$ cat src/mem_settings.svh
`ifndef MEM_SETTINGS_SVH
`define MEM_SETTINGS_SVH

// widths

`define MEM_DATA_W      32      // data word
`define MEM_REG_ADDR_W  5       // register number
`define MEM_ALUOP_W     8       // alu op code
`define MEM_EXC_W       5       // exception flags from earlier stages

// load op codes

`define MEM_ALU_LDB     8'h28   // byte, sign extended
`define MEM_ALU_LDH     8'h29   // halfword, sign extended
`define MEM_ALU_LDW     8'h2a   // word
`define MEM_ALU_LDBU    8'h2c   // byte, zero extended
`define MEM_ALU_LDHU    8'h2d   // halfword, zero extended
`define MEM_ALU_LLW     8'h30   // load-linked word

// every other op code is treated as a non-load
// and passes its alu result through to writeback

`endif

$ cat src/mem_pkg.sv
`default_nettype none

`include "mem_settings.svh"

package mem_pkg;

    typedef logic [`MEM_DATA_W-1:0]     word_t;        // one data word
    typedef logic [`MEM_REG_ADDR_W-1:0] reg_addr_t;    // register number
    typedef logic [`MEM_ALUOP_W-1:0]    aluop_t;       // alu op code
    typedef logic [`MEM_EXC_W-1:0]      exc_in_t;      // flags from earlier stages

    // one bit wider, bit 0 belongs to the commit stage
    typedef logic [`MEM_EXC_W:0]        exc_commit_t;

    typedef logic [$clog2(`MEM_DATA_W/8)-1:0] byte_off_t;  // byte inside a word

endpackage

`default_nettype wire

$ cat src/mem_lane_if.sv
`timescale 1ns/1ps
`default_nettype none

interface mem_lane_if ();

    import mem_pkg::*;

    aluop_t op;             // lane alu op
    word_t  addr;           // memory address, low bits pick the byte
    word_t  alu_result;     // value for non-loads
    logic   is_load;        // op decoded as a load
    logic   data_grant;     // cache read word valid this cycle
    word_t  wb_data;        // formed writeback data

    modport src (
        output op,
        output addr,
        output alu_result,
        input  wb_data
    );

    modport lane (
        input  op,
        input  addr,
        input  alu_result,
        input  data_grant,
        output is_load,
        output wb_data
    );

    modport ctrl (
        input  is_load,
        output data_grant
    );

endinterface

`default_nettype wire

$ cat src/mem_load_align.sv
`timescale 1ns/1ps
`default_nettype none

`include "mem_settings.svh"

module mem_load_align (
    input  logic            clk,
    input  logic            arst_n_i,
    input  mem_pkg::word_t  rdata_i,        // shared cache read word
    mem_lane_if.lane        lane
);

    import mem_pkg::*;

    localparam int BYTE_W = 8;
    localparam int HALF_W = 16;

    byte_off_t              off;            // byte offset from address
    logic [BYTE_W-1:0]      sel_byte;       // addressed byte
    logic [HALF_W-1:0]      sel_half;       // addressed halfword
    logic                   half_aligned;   // halfword on an even offset
    logic                   half_op;        // ldh or ldhu
    word_t                  load_data;      // extended load result

    assign off = lane.addr[$bits(byte_off_t)-1:0];

    always_comb begin
        case (off)
            2'd0: begin
                sel_byte = rdata_i[7:0];
            end
            2'd1: begin
                sel_byte = rdata_i[15:8];
            end
            2'd2: begin
                sel_byte = rdata_i[23:16];
            end
            default: begin
                sel_byte = rdata_i[31:24];
            end
        endcase
    end

    assign sel_half     = off[1] ? rdata_i[31:16] : rdata_i[15:0];  // upper or lower half
    assign half_aligned = ~off[0];

    // op decode and extension
    always_comb begin
        lane.is_load = 1'b1;
        load_data    = '0;
        case (lane.op)
            `MEM_ALU_LDB: begin
                load_data = {{(`MEM_DATA_W-BYTE_W){sel_byte[BYTE_W-1]}}, sel_byte};
            end
            `MEM_ALU_LDBU: begin
                load_data = {{(`MEM_DATA_W-BYTE_W){1'b0}}, sel_byte};
            end
            `MEM_ALU_LDH: begin
                if (half_aligned) begin
                    load_data = {{(`MEM_DATA_W-HALF_W){sel_half[HALF_W-1]}}, sel_half};
                end
            end
            `MEM_ALU_LDHU: begin
                if (half_aligned) begin
                    load_data = {{(`MEM_DATA_W-HALF_W){1'b0}}, sel_half};
                end
            end
            `MEM_ALU_LDW, `MEM_ALU_LLW: begin
                load_data = rdata_i;            // whole word, no shaping
            end
            default: begin
                lane.is_load = 1'b0;            // not a load
            end
        endcase
    end

    // writeback select
    always_comb begin
        if (!lane.is_load) begin
            lane.wb_data = lane.alu_result;     // pass-through
        end else if (lane.data_grant) begin
            lane.wb_data = load_data;
        end else begin
            lane.wb_data = '0;                  // still waiting on the cache
        end
    end

    assign half_op = (lane.op == `MEM_ALU_LDH) || (lane.op == `MEM_ALU_LDHU);

    // misaligned halfword never leaks cache bytes, grant comes from the controller
    a_half_odd_zero: assert property (
        @(posedge clk) disable iff (!arst_n_i)
        (half_op && off[0] && lane.data_grant) |-> (lane.wb_data == '0)
    );

endmodule

`default_nettype wire

$ cat src/mem_stage.sv
`timescale 1ns/1ps
`default_nettype none

module mem_stage (
    input  logic                    clk,
    input  logic                    arst_n_i,

    // from execute
    input  logic [1:0]              valid_i,
    input  logic [1:0]              is_privilege_i,
    input  logic [1:0]              is_ertn_i,
    input  logic [1:0]              is_idle_i,
    input  logic [1:0]              reg_write_en_i,
    input  mem_pkg::word_t          pc0_i,
    input  mem_pkg::word_t          pc1_i,
    input  mem_pkg::word_t          mem_addr0_i,
    input  mem_pkg::word_t          mem_addr1_i,
    input  mem_pkg::word_t          reg_write_data0_i,      // alu result
    input  mem_pkg::word_t          reg_write_data1_i,
    input  mem_pkg::reg_addr_t      reg_write_addr0_i,
    input  mem_pkg::reg_addr_t      reg_write_addr1_i,
    input  mem_pkg::aluop_t         aluop0_i,
    input  mem_pkg::aluop_t         aluop1_i,
    input  mem_pkg::exc_in_t        exc0_i,
    input  mem_pkg::exc_in_t        exc1_i,

    // data cache
    input  mem_pkg::word_t          dcache_rdata_i,
    input  logic                    data_ok_i,

    // pipeline control
    output logic                    pause_mem_o,

    // writeback
    output logic [1:0]              wb_reg_write_en_o,
    output mem_pkg::reg_addr_t      wb_reg_write_addr0_o,
    output mem_pkg::reg_addr_t      wb_reg_write_addr1_o,
    output mem_pkg::word_t          wb_reg_write_data0_o,
    output mem_pkg::word_t          wb_reg_write_data1_o,

    // commit
    output logic [1:0]              commit_valid_o,
    output logic [1:0]              commit_privilege_o,
    output logic [1:0]              commit_ertn_o,
    output logic [1:0]              commit_idle_o,
    output mem_pkg::word_t          commit_pc0_o,
    output mem_pkg::word_t          commit_pc1_o,
    output mem_pkg::word_t          commit_addr0_o,
    output mem_pkg::word_t          commit_addr1_o,
    output mem_pkg::exc_commit_t    commit_exc0_o,
    output mem_pkg::exc_commit_t    commit_exc1_o
);

    import mem_pkg::*;

    mem_lane_if lane0_bus ();
    mem_lane_if lane1_bus ();

    // lane 0 request
    assign lane0_bus.op         = aluop0_i;
    assign lane0_bus.addr       = mem_addr0_i;
    assign lane0_bus.alu_result = reg_write_data0_i;

    // lane 1 request
    assign lane1_bus.op         = aluop1_i;
    assign lane1_bus.addr       = mem_addr1_i;
    assign lane1_bus.alu_result = reg_write_data1_i;

    mem_load_align lane0 (
        .clk      (clk),
        .arst_n_i (arst_n_i),
        .rdata_i  (dcache_rdata_i),
        .lane     (lane0_bus.lane)
    );

    mem_load_align lane1 (
        .clk      (clk),
        .arst_n_i (arst_n_i),
        .rdata_i  (dcache_rdata_i),
        .lane     (lane1_bus.lane)
    );

    mem_stall_ctrl ctrl0 (
        .clk         (clk),
        .arst_n_i    (arst_n_i),
        .data_ok_i   (data_ok_i),
        .exc0_i      (exc0_i),
        .exc1_i      (exc1_i),
        .lane0       (lane0_bus.ctrl),
        .lane1       (lane1_bus.ctrl),
        .pause_mem_o (pause_mem_o)
    );

    assign wb_reg_write_en_o    = reg_write_en_i;
    assign wb_reg_write_addr0_o = reg_write_addr0_i;
    assign wb_reg_write_addr1_o = reg_write_addr1_i;
    assign wb_reg_write_data0_o = lane0_bus.wb_data;
    assign wb_reg_write_data1_o = lane1_bus.wb_data;

    assign commit_valid_o     = valid_i;
    assign commit_privilege_o = is_privilege_i;
    assign commit_ertn_o      = is_ertn_i;
    assign commit_idle_o      = is_idle_i;
    assign commit_pc0_o       = pc0_i;
    assign commit_pc1_o       = pc1_i;
    assign commit_addr0_o     = mem_addr0_i;
    assign commit_addr1_o     = mem_addr1_i;

    // this stage raises no exception of its own
    assign commit_exc0_o = exc_commit_t'({exc0_i, 1'b0});
    assign commit_exc1_o = exc_commit_t'({exc1_i, 1'b0});

endmodule

`default_nettype wire

$ cat src/mem_stall_ctrl.sv
`timescale 1ns/1ps
`default_nettype none

module mem_stall_ctrl (
    input  logic                clk,
    input  logic                arst_n_i,
    input  logic                data_ok_i,      // cache read word valid
    input  mem_pkg::exc_in_t    exc0_i,
    input  mem_pkg::exc_in_t    exc1_i,
    mem_lane_if.ctrl            lane0,
    mem_lane_if.ctrl            lane1,
    output logic                pause_mem_o     // stall request to pipeline control
);

    import mem_pkg::*;

    localparam exc_in_t EXC_NONE = '0;

    logic any_load;         // some lane holds a load
    logic load_waiting;     // load without cache data
    logic exc_seen;         // a lane carries an exception

    // both lanes share the one cache port
    assign lane0.data_grant = data_ok_i;
    assign lane1.data_grant = data_ok_i;

    assign any_load     = lane0.is_load | lane1.is_load;
    assign load_waiting = any_load & ~data_ok_i;

    assign exc_seen = (exc0_i != EXC_NONE) | (exc1_i != EXC_NONE);

    // a faulting instruction must not wait for memory
    assign pause_mem_o = load_waiting & ~exc_seen;

    a_pause_no_data: assert property (
        @(posedge clk) disable iff (!arst_n_i)
        pause_mem_o |-> !data_ok_i
    );

    // is_load comes from the aligner lanes
    a_pause_has_load: assert property (
        @(posedge clk) disable iff (!arst_n_i)
        pause_mem_o |-> (lane0.is_load || lane1.is_load)
    );

endmodule

`default_nettype wire

$ cat config.mk
export PLATFORM = sky130hd
export DESIGN_NAME = mem_stage
export DESIGN_NICKNAME = d
export VERILOG_FILES = /design/src/mem_pkg.sv /design/src/mem_lane_if.sv /design/src/mem_load_align.sv /design/src/mem_stage.sv /design/src/mem_stall_ctrl.sv
export VERILOG_INCLUDE_DIRS = /design/src
export SDC_FILE = /design/constraint.sdc
export NUM_CORES = 1
export LEC_CHECK = 0
export BUFFER_PORTS_ARGS = -buffer_cell sky130_fd_sc_hd__buf_2
export CORE_AREA = 4 4 191 193
export DETAILED_ROUTE_END_ITERATION = 8
export DIE_AREA = 0 0 195 197
export PLACE_DENSITY = 0.3
export SYNTH_ARGS = -nofsm -noshare
export SYNTH_HDL_FRONTEND = slang
export SYNTH_SLANG_ARGS = --single-unit
$ cat constraint.sdc
create_clock -name vclk -period 3.9
set_clock_uncertainty 0.15 [all_clocks]
set_input_delay 0.78 -clock vclk [all_inputs]
set_output_delay 0.78 -clock vclk [all_outputs]
set_load 0.005 [all_outputs]
==> impl_metrics.tcl, run 1 <==
set metrics [dict create \
    min_period_over_period 0.961 \
    setup_viol 0 \
    period_minus_slack_ps 3750 \
    yosys-top-cells-area "buf_4 36%, nand2_1 6.2%, a21oi_1 6.1%" \
    ir_worst_vdd_mv 0.0233 \
    avgSynthCellArea_um2 6.97 \
    track_usage 0.115 \
    wl_per_cell_um 24.3 \
    synth-warning-count 0 \
    numPortBuffers 206 \
    power_uw 348 \
    synth_common_cells "163 x buf_4, 56 x nand2_1, 41 x a21oi_1" \
    cp_slowest_cell "a2111oi_4" \
    yosysMostFrequentCell "buf_4" \
    gp_congestion 0.769 \
    syn-instance-count 485 \
    yosysTopAreaCell "buf_4" \
    start_util 0.0979 \
    start_kind "input pin" \
    finalMaxSlewViolations 0 \
    endpoint_kind "output port" \
    crit_chain "buf_2 > or3b_1 > a2111oi_4 > o21bai_4 > and2_1 > a221o_1 > buf_2" \
    cp_max_fo 8 \
    worst_pin_slew_ps 1160 \
    drive_gt1_frac 0.496 \
    rsz0062_at_grt "no" \
    power_frac_clock 0 \
    vias 3715 \
    dieArea_um2 38400 \
    ctsHoldBuffers 0 \
    io_pins 498 \
    combPwrFrac 1.000 \
    antenna_found_initial 7 \
    rows 68 \
    clockBufferCount 0 \
    power.leakage_uw 0.00163 \
    hold_path.class "in2out" \
    synthToLayoutAreaGrowth_pct 13.1 \
    diodes 0 \
    power_density_nw_per_um2 90.9 \
    seqPwrFrac 0 \
    clock.fmax_mhz 267 \
    grt-ovfl-total 0 \
    viasPerCell 3.78 \
    internal_power_uw 151 \
    syn_area_um2 3380 \
    cp.required_ps 2970 \
    setup_tns_ps 0 \
    drt_iter0_drc 153 \
    grt_pass1_wl_um 31500 \
    dp_hpwl_um 20100 \
    post-cts-setup-buffers 0 \
    crit_path_frequent_cell "buf_2" \
    grt_pass1_vias 3817 \
    seq_cell_count 0 \
    drc_errors 0 \
    regArea_um2 0 \
    firstDrtPassIters 5 \
    switchingPower_uw 196 \
    path_class "in2out" \
    grt_max_degree 33 \
    cts_resized 0 \
    fin_nets 803 \
    dieWidth_um 195 \
    slew_headroom 0.229 \
    timing_hold_violations_final 0 \
    synth_top_area_frac 0.362 \
    swShare 0.565 \
    core-area_um2 34500 \
    status "completed" \
    max-cap-violations 0 \
    ys_seq_area_frac 0 \
    critPathMaxStageDelay_ps 430 \
    synth_cell_types 52 \
    drt_wl_total_um 23900 \
    ant_nets 0 \
    arrival_ps 2820 \
    fillers 4114 \
    fp.dieH_um 197 \
]
worst paths after layout:
kind	start	end	cells past startpoint
worst max-delay path	aluop0_i[1]	wb_reg_write_data0_o[0]	7
worst min-delay path	mem_addr0_i[15]	commit_addr0_o[15]	0
power groups by stage:
stage | Clock [µW] | Combinational (µW) | Sequential (µW)
3_3_place_gp | 0 | 359 | 0
5_1_grt | 0 | 382 | 0
6_report | 0 | 348 | 0
2_1_floorplan | 0 | 265 | 0
4_1_cts | 0 | 360 | 0
3_5_place_dp | 0 | 358 | 0
cell families (layout without fill, tap and decap cells):
group,after synthesis,count (layout),share of synthesized area
AOI/OAI and AO/OA,159,159,0.319
buffers and inverters,193,235,0.413
and+or+nand+nor,111,111,0.169
other,1,2,0.00111
muxes,21,21,0.0977
layer usage:
| metal | global-route usage | routed length [µm] | up-vias |
|---|---|---|---|
| li1 | - | - | 1664 |
| met1 | 0.127 | 8710 | 1695 |
| met2 | 0.208 | 11900 | 248 |
| met3 | 0.0361 | 2190 | 96 |
| met4 | 0.0388 | 1000 | 12 |
| met5 | 0 | 82 | - |
final cells by class:
class / instances / area, µm² / share of cell area
multi-input combinational: 293 / 2010 / 0.525
timing repair buffer: 231 / 1230 / 0.322
tap: 455 / 569 / 0.149
inverter: 4 / 15.0 / 0.00393
worst max-delay path, delay by kind of cell:
family / cells / cell delay, ps
buffers and inverters: 2 / 260
and+or+nand+nor: 2 / 850
AOI/OAI and AO/OA: 3 / 930
placed cells by master (no fill, tap or decap), types with 2 or more instances in the layout:
| master | count |
|---|---|
| a22oi_1 | 26 |
| a22o_1 | 11 |
| mux2_2 | 6 |
| nand3_1 | 8 |
| o21ai_1 | 8 |
| mux2i_1 | 6 |
| nand2b_1 | 2 |
| nand3b_1 | 3 |
| or3b_4 | 2 |
| inv_1 | 4 |
| o21ai_2 | 2 |
| o21bai_4 | 2 |
| a21oi_1 | 41 |
| a2bb2oi_1 | 2 |
| o21ai_0 | 40 |
| nor2_1 | 15 |
| and2_1 | 2 |
| nand2_1 | 56 |
| nor3_1 | 5 |
| a221o_1 | 8 |
| or3b_1 | 3 |
| o22ai_1 | 5 |
| conb_1 | 2 |
| a2111oi_4 | 2 |
| nor4_1 | 4 |
| o2bb2ai_1 | 6 |
| buf_4 | 24 |
| buf_2 | 206 |
| or2b_2 | 2 |
| mux4_2 | 9 |
per-stage QoR:
| stage | utilization | instance area, µm² | setup WS (ps) | hold WS (ps) | cells |
|---|---|---|---|---|---|
| 3_3_place_gp | 0.111 | 3820 | 116 | 1410 | 983 |
| 6_report | 0.111 | 3820 | 151 | 1410 | 983 |
| 4_1_cts | 0.111 | 3820 | 96.9 | 1410 | 983 |
| 5_1_grt | 0.111 | 3820 | 56.4 | 1410 | 983 |
| 2_1_floorplan | - | 3390 | 726 | 1490 | 486 |
| 3_5_place_dp | 0.111 | 3820 | 103 | 1410 | 983 |
Power figures use the tool's default switching activity.
==> run 2, diff against run 1 <==
- CAP_MARGIN: not set -> 25
- RECOVER_POWER: not set -> 25
==> impl_metrics.tcl, run 2 (same netlist as run 1, synthesis figures left out) <==
set metrics [dict create \
    status "completed" \
    rsz0062_at_grt "no" \
    grt-ovfl-total 0 \
    slew_headroom 0.378 \
    min_period_over_period 0.964 \
    final_cell_mix "206 x buf_2, 56 x nand2_1, 41 x a21oi_1" \
    final_common_cell "buf_2" \
    grt_max_degree 33 \
    vias 3705 \
    dieWidth_um 195 \
    firstDrtPassIters 4 \
    whs_endpoint "commit_addr0_o[15]" \
    hold_path.class "in2out" \
    timing_hold_violations_final 0 \
    path_delay_family "compound AO/OA/AOI/OAI gates" \
    endpoint_kind "output port" \
    post-cts-setup-buffers 0 \
    grt_pass1_wl_um 31600 \
    fin_nets 804 \
    dp_hpwl_um 20300 \
    drive_gt1_frac 0.497 \
    cp_slowest_cell "and2_1" \
    critPathMaxStageDelay_ps 440 \
    final_core_util 0.111 \
    core-area_um2 34500 \
    regArea_um2 0 \
    dieArea_um2 38400 \
    hp-start "mem_addr0_i[15]" \
    ant_nets 0 \
    antenna_found_initial 6 \
    path_class "in2out" \
    track_usage 0.115 \
    crit_buf_inv 2 \
    worst_pin_slew_ps 931 \
    hold_depth 0 \
    setup_tns_ps 0 \
    clock.fmax_mhz 266 \
    rows 68 \
    crit_chain "buf_2 > or3b_1 > a2111oi_4 > o21bai_4 > and2_1 > a221o_1 > buf_2" \
    synthToLayoutAreaGrowth_pct 13.6 \
    cts_resized 0 \
    fp.dieH_um 197 \
    numPortBuffers 206 \
    gp_congestion 0.769 \
    setup_viol 0 \
    drt_iter0_drc 178 \
    ctsHoldBuffers 0 \
    clockBufferCount 0 \
    grt_pass1_vias 3850 \
    finalMaxSlewViolations 0 \
    drc_errors 0 \
    start_kind "input pin" \
    viasPerCell 3.76 \
    period_minus_slack_ps 3760 \
    cp.required_ps 2970 \
    crit_path_frequent_cell "buf_2" \
    seq_cell_count 0 \
    cp_max_fo 8 \
    start_util 0.0979 \
    io_pins 498 \
    max-cap-violations 0 \
    arrival_ps 2830 \
    wl_per_cell_um 24.3 \
    drt_wl_total_um 23900 \
]
[run 2: cell count changes in the layout (fill, tap and decap cells not counted)]
| cell | delta |
|---|---|
| buf_8 | +1 |
| diode_2 | +1 |
[run 2: layer usage]
metal	vias up	GRT usage	share of wire
li1	1667	-	-
met2	235	0.210	0.50
met5	-	0	0.0036
met3	84	0.0356	0.083
met4	12	0.0321	0.035
met1	1707	0.130	0.38
[run 2: final cells by class]
| type | instances | area (µm²) |
|---|---|---|
| Timing Repair Buffer | 232 | 1250 |
| Inverter | 4 | 15.0 |
| Antenna cell | 1 | 2.50 |
| Fill cell | 4101 | 30700 |
| Multi-Input combinational cell | 293 | 2010 |
| Tap cell | 455 | 569 |
[run 2: metrics by stage]
stage	cells	cell area (µm²)	setup slack, ps	hold WS, ps
final	985	3840	139	1410
after global routing	984	3840	58.8	1410
after CTS	984	3830	102	1410
after detailed placement	984	3830	109	1410
after global placement	983	3820	116	1410
after floorplan	486	3390	726	1490
[run 2: worst max-delay path by stage]
stage                                     endpoint      startpoint  slack [ps]  cells after the start
after floorplan           wb_reg_write_data1_o[22]     aluop1_i[7]         730                      7
after global placement    wb_reg_write_data1_o[15]  mem_addr1_i[1]         120                      7
after detailed placement  wb_reg_write_data1_o[15]  mem_addr1_i[1]         110                      7
after CTS                 wb_reg_write_data1_o[15]  mem_addr1_i[1]         100                      7
after global routing      wb_reg_write_data0_o[30]     aluop0_i[7]          60                      8
final                      wb_reg_write_data0_o[0]     aluop0_i[1]         140                      7
==> run 3, diff against run 2 <==
- BUFFER_PORTS_ARGS: -buffer_cell sky130_fd_sc_hd__buf_2 -> -buffer_cell sky130_fd_sc_hd__buf_4
==> impl_metrics.tcl, run 3 (same netlist as run 1, synthesis figures left out) <==
set metrics [dict create \
    placed_area_um2 4320 \
    synthToLayoutAreaGrowth_pct 27.6 \
    path_class "in2out" \
    fillers 4085 \
    timing_hold_violations_final 0 \
    cp_slowest_cell "or3b_1" \
    gp_congestion 0.743 \
    grt_pass1_vias 3883 \
    firstDrtPassIters 4 \
    wl_per_cell_um 24.2 \
    final_common_cell "buf_4" \
    met2_usage 0.204 \
    finalMaxSlewViolations 0 \
    met1_usage 0.128 \
    drc_errors 0 \
    io_pins 498 \
    clock.fmax_mhz 270 \
    drive_gt1_frac 0.490 \
    cp.required_ps 2970 \
    dieArea_um2 38400 \
    start_kind "input pin" \
    power_density_nw_per_um2 93.6 \
    internal_power_uw 210 \
    setup_viol 0 \
    core-area_um2 34500 \
    grt_pass1_wl_um 31100 \
    critPathMaxStageDelay_ps 410 \
    dieWidth_um 195 \
    slew_headroom 0.357 \
    viasPerCell 3.77 \
    diodes 0 \
    final_cell_mix "225 x buf_4, 56 x nand2_1, 41 x a21oi_1" \
    combPwrFrac 1.000 \
    drt_iter0_drc 181 \
    numPortBuffers 206 \
    antenna_found_initial 4 \
    status "completed" \
    post-cts-setup-buffers 0 \
    busiest_layer "met2" \
    power_uw 404 \
    fin_nets 799 \
    cp_max_fo 8 \
    start_util 0.0979 \
    met3_usage 0.0354 \
    grt-ovfl-total 0 \
    power.leakage_uw 0.00180 \
    ant_nets 0 \
    worst_pin_slew_ps 962 \
    regArea_um2 0 \
    power_frac_clock 0 \
    min_period_over_period 0.948 \
    ctsHoldBuffers 0 \
    period_minus_slack_ps 3700 \
    rsz0062_at_grt "no" \
    vias 3695 \
    seq_cell_count 0 \
    swShare 0.480 \
    track_usage 0.113 \
    timing.critical_path.from "aluop0_i[1]" \
    ir_worst_vdd_mv 0.0356 \
    arrival_ps 2770 \
    hold_path.class "in2out" \
    drt_wl_total_um 23700 \
    dp_hpwl_um 19800 \
    grt_max_degree 33 \
    crit_path_frequent_cell "buf_4" \
    cts_resized 0 \
    clockBufferCount 0 \
    setup_tns_ps 0 \
    final_area_um2 4320 \
    rows 68 \
    max-cap-violations 0 \
    switchingPower_uw 194 \
    endpoint_kind "output port" \
    fp.dieH_um 197 \
    hp-start "mem_addr0_i[15]" \
    crit_chain "buf_4 > or3b_1 > a2111oi_4 > o21bai_4 > and2_1 > a221o_1 > buf_4" \
    seqPwrFrac 0 \
]
[run 3: worst max-delay path, delay by kind of cell]
kind,cells,cell delay [ps]
and+or+nand+nor,2,820
AOI/OAI and AO/OA,3,910
buffers and inverters,2,250
[run 3: final timing paths]
| path | end | slack [ps] | cells past startpoint |
|---|---|---|---|
| worst min-delay path | commit_addr0_o[15] | 1410 | 0 |
| worst max-delay path | wb_reg_write_data0_o[2] | 200 | 7 |
[run 3: routing by layer]
layer | wire length [µm] | up-vias
li1 | - | 1663
met1 | 8860 | 1683
met2 | 11700 | 257
met3 | 2220 | 84
met4 | 818 | 8
met5 | 72 | -
[run 3: area by class of cell]
cell class | instances | area [µm²] | share of cell area
timing repair buffer | 227 | 1730 | 0.401
tap | 455 | 569 | 0.132
multi-input combinational | 293 | 2000 | 0.464
inverter | 4 | 15.0 | 0.00348
[run 3: metrics by stage]
step            util  setup slack [ps]  cells  hold slack (ps)
2_1_floorplan      -               726    486             1490
3_3_place_gp   0.125               172    979             1410
3_5_place_dp   0.125               166    979             1410
4_1_cts        0.125               165    979             1410
5_1_grt        0.125              60.8    979             1410
6_report       0.125               203    979             1410
[run 3: power groups by stage]
| stage | registers (µW) | clock network [µW] | logic, µW |
|---|---|---|---|
| 2_1_floorplan | 0 | 0 | 265 |
| 3_3_place_gp | 0 | 0 | 416 |
| 3_5_place_dp | 0 | 0 | 416 |
| 4_1_cts | 0 | 0 | 417 |
| 5_1_grt | 0 | 0 | 438 |
| 6_report | 0 | 0 | 404 |
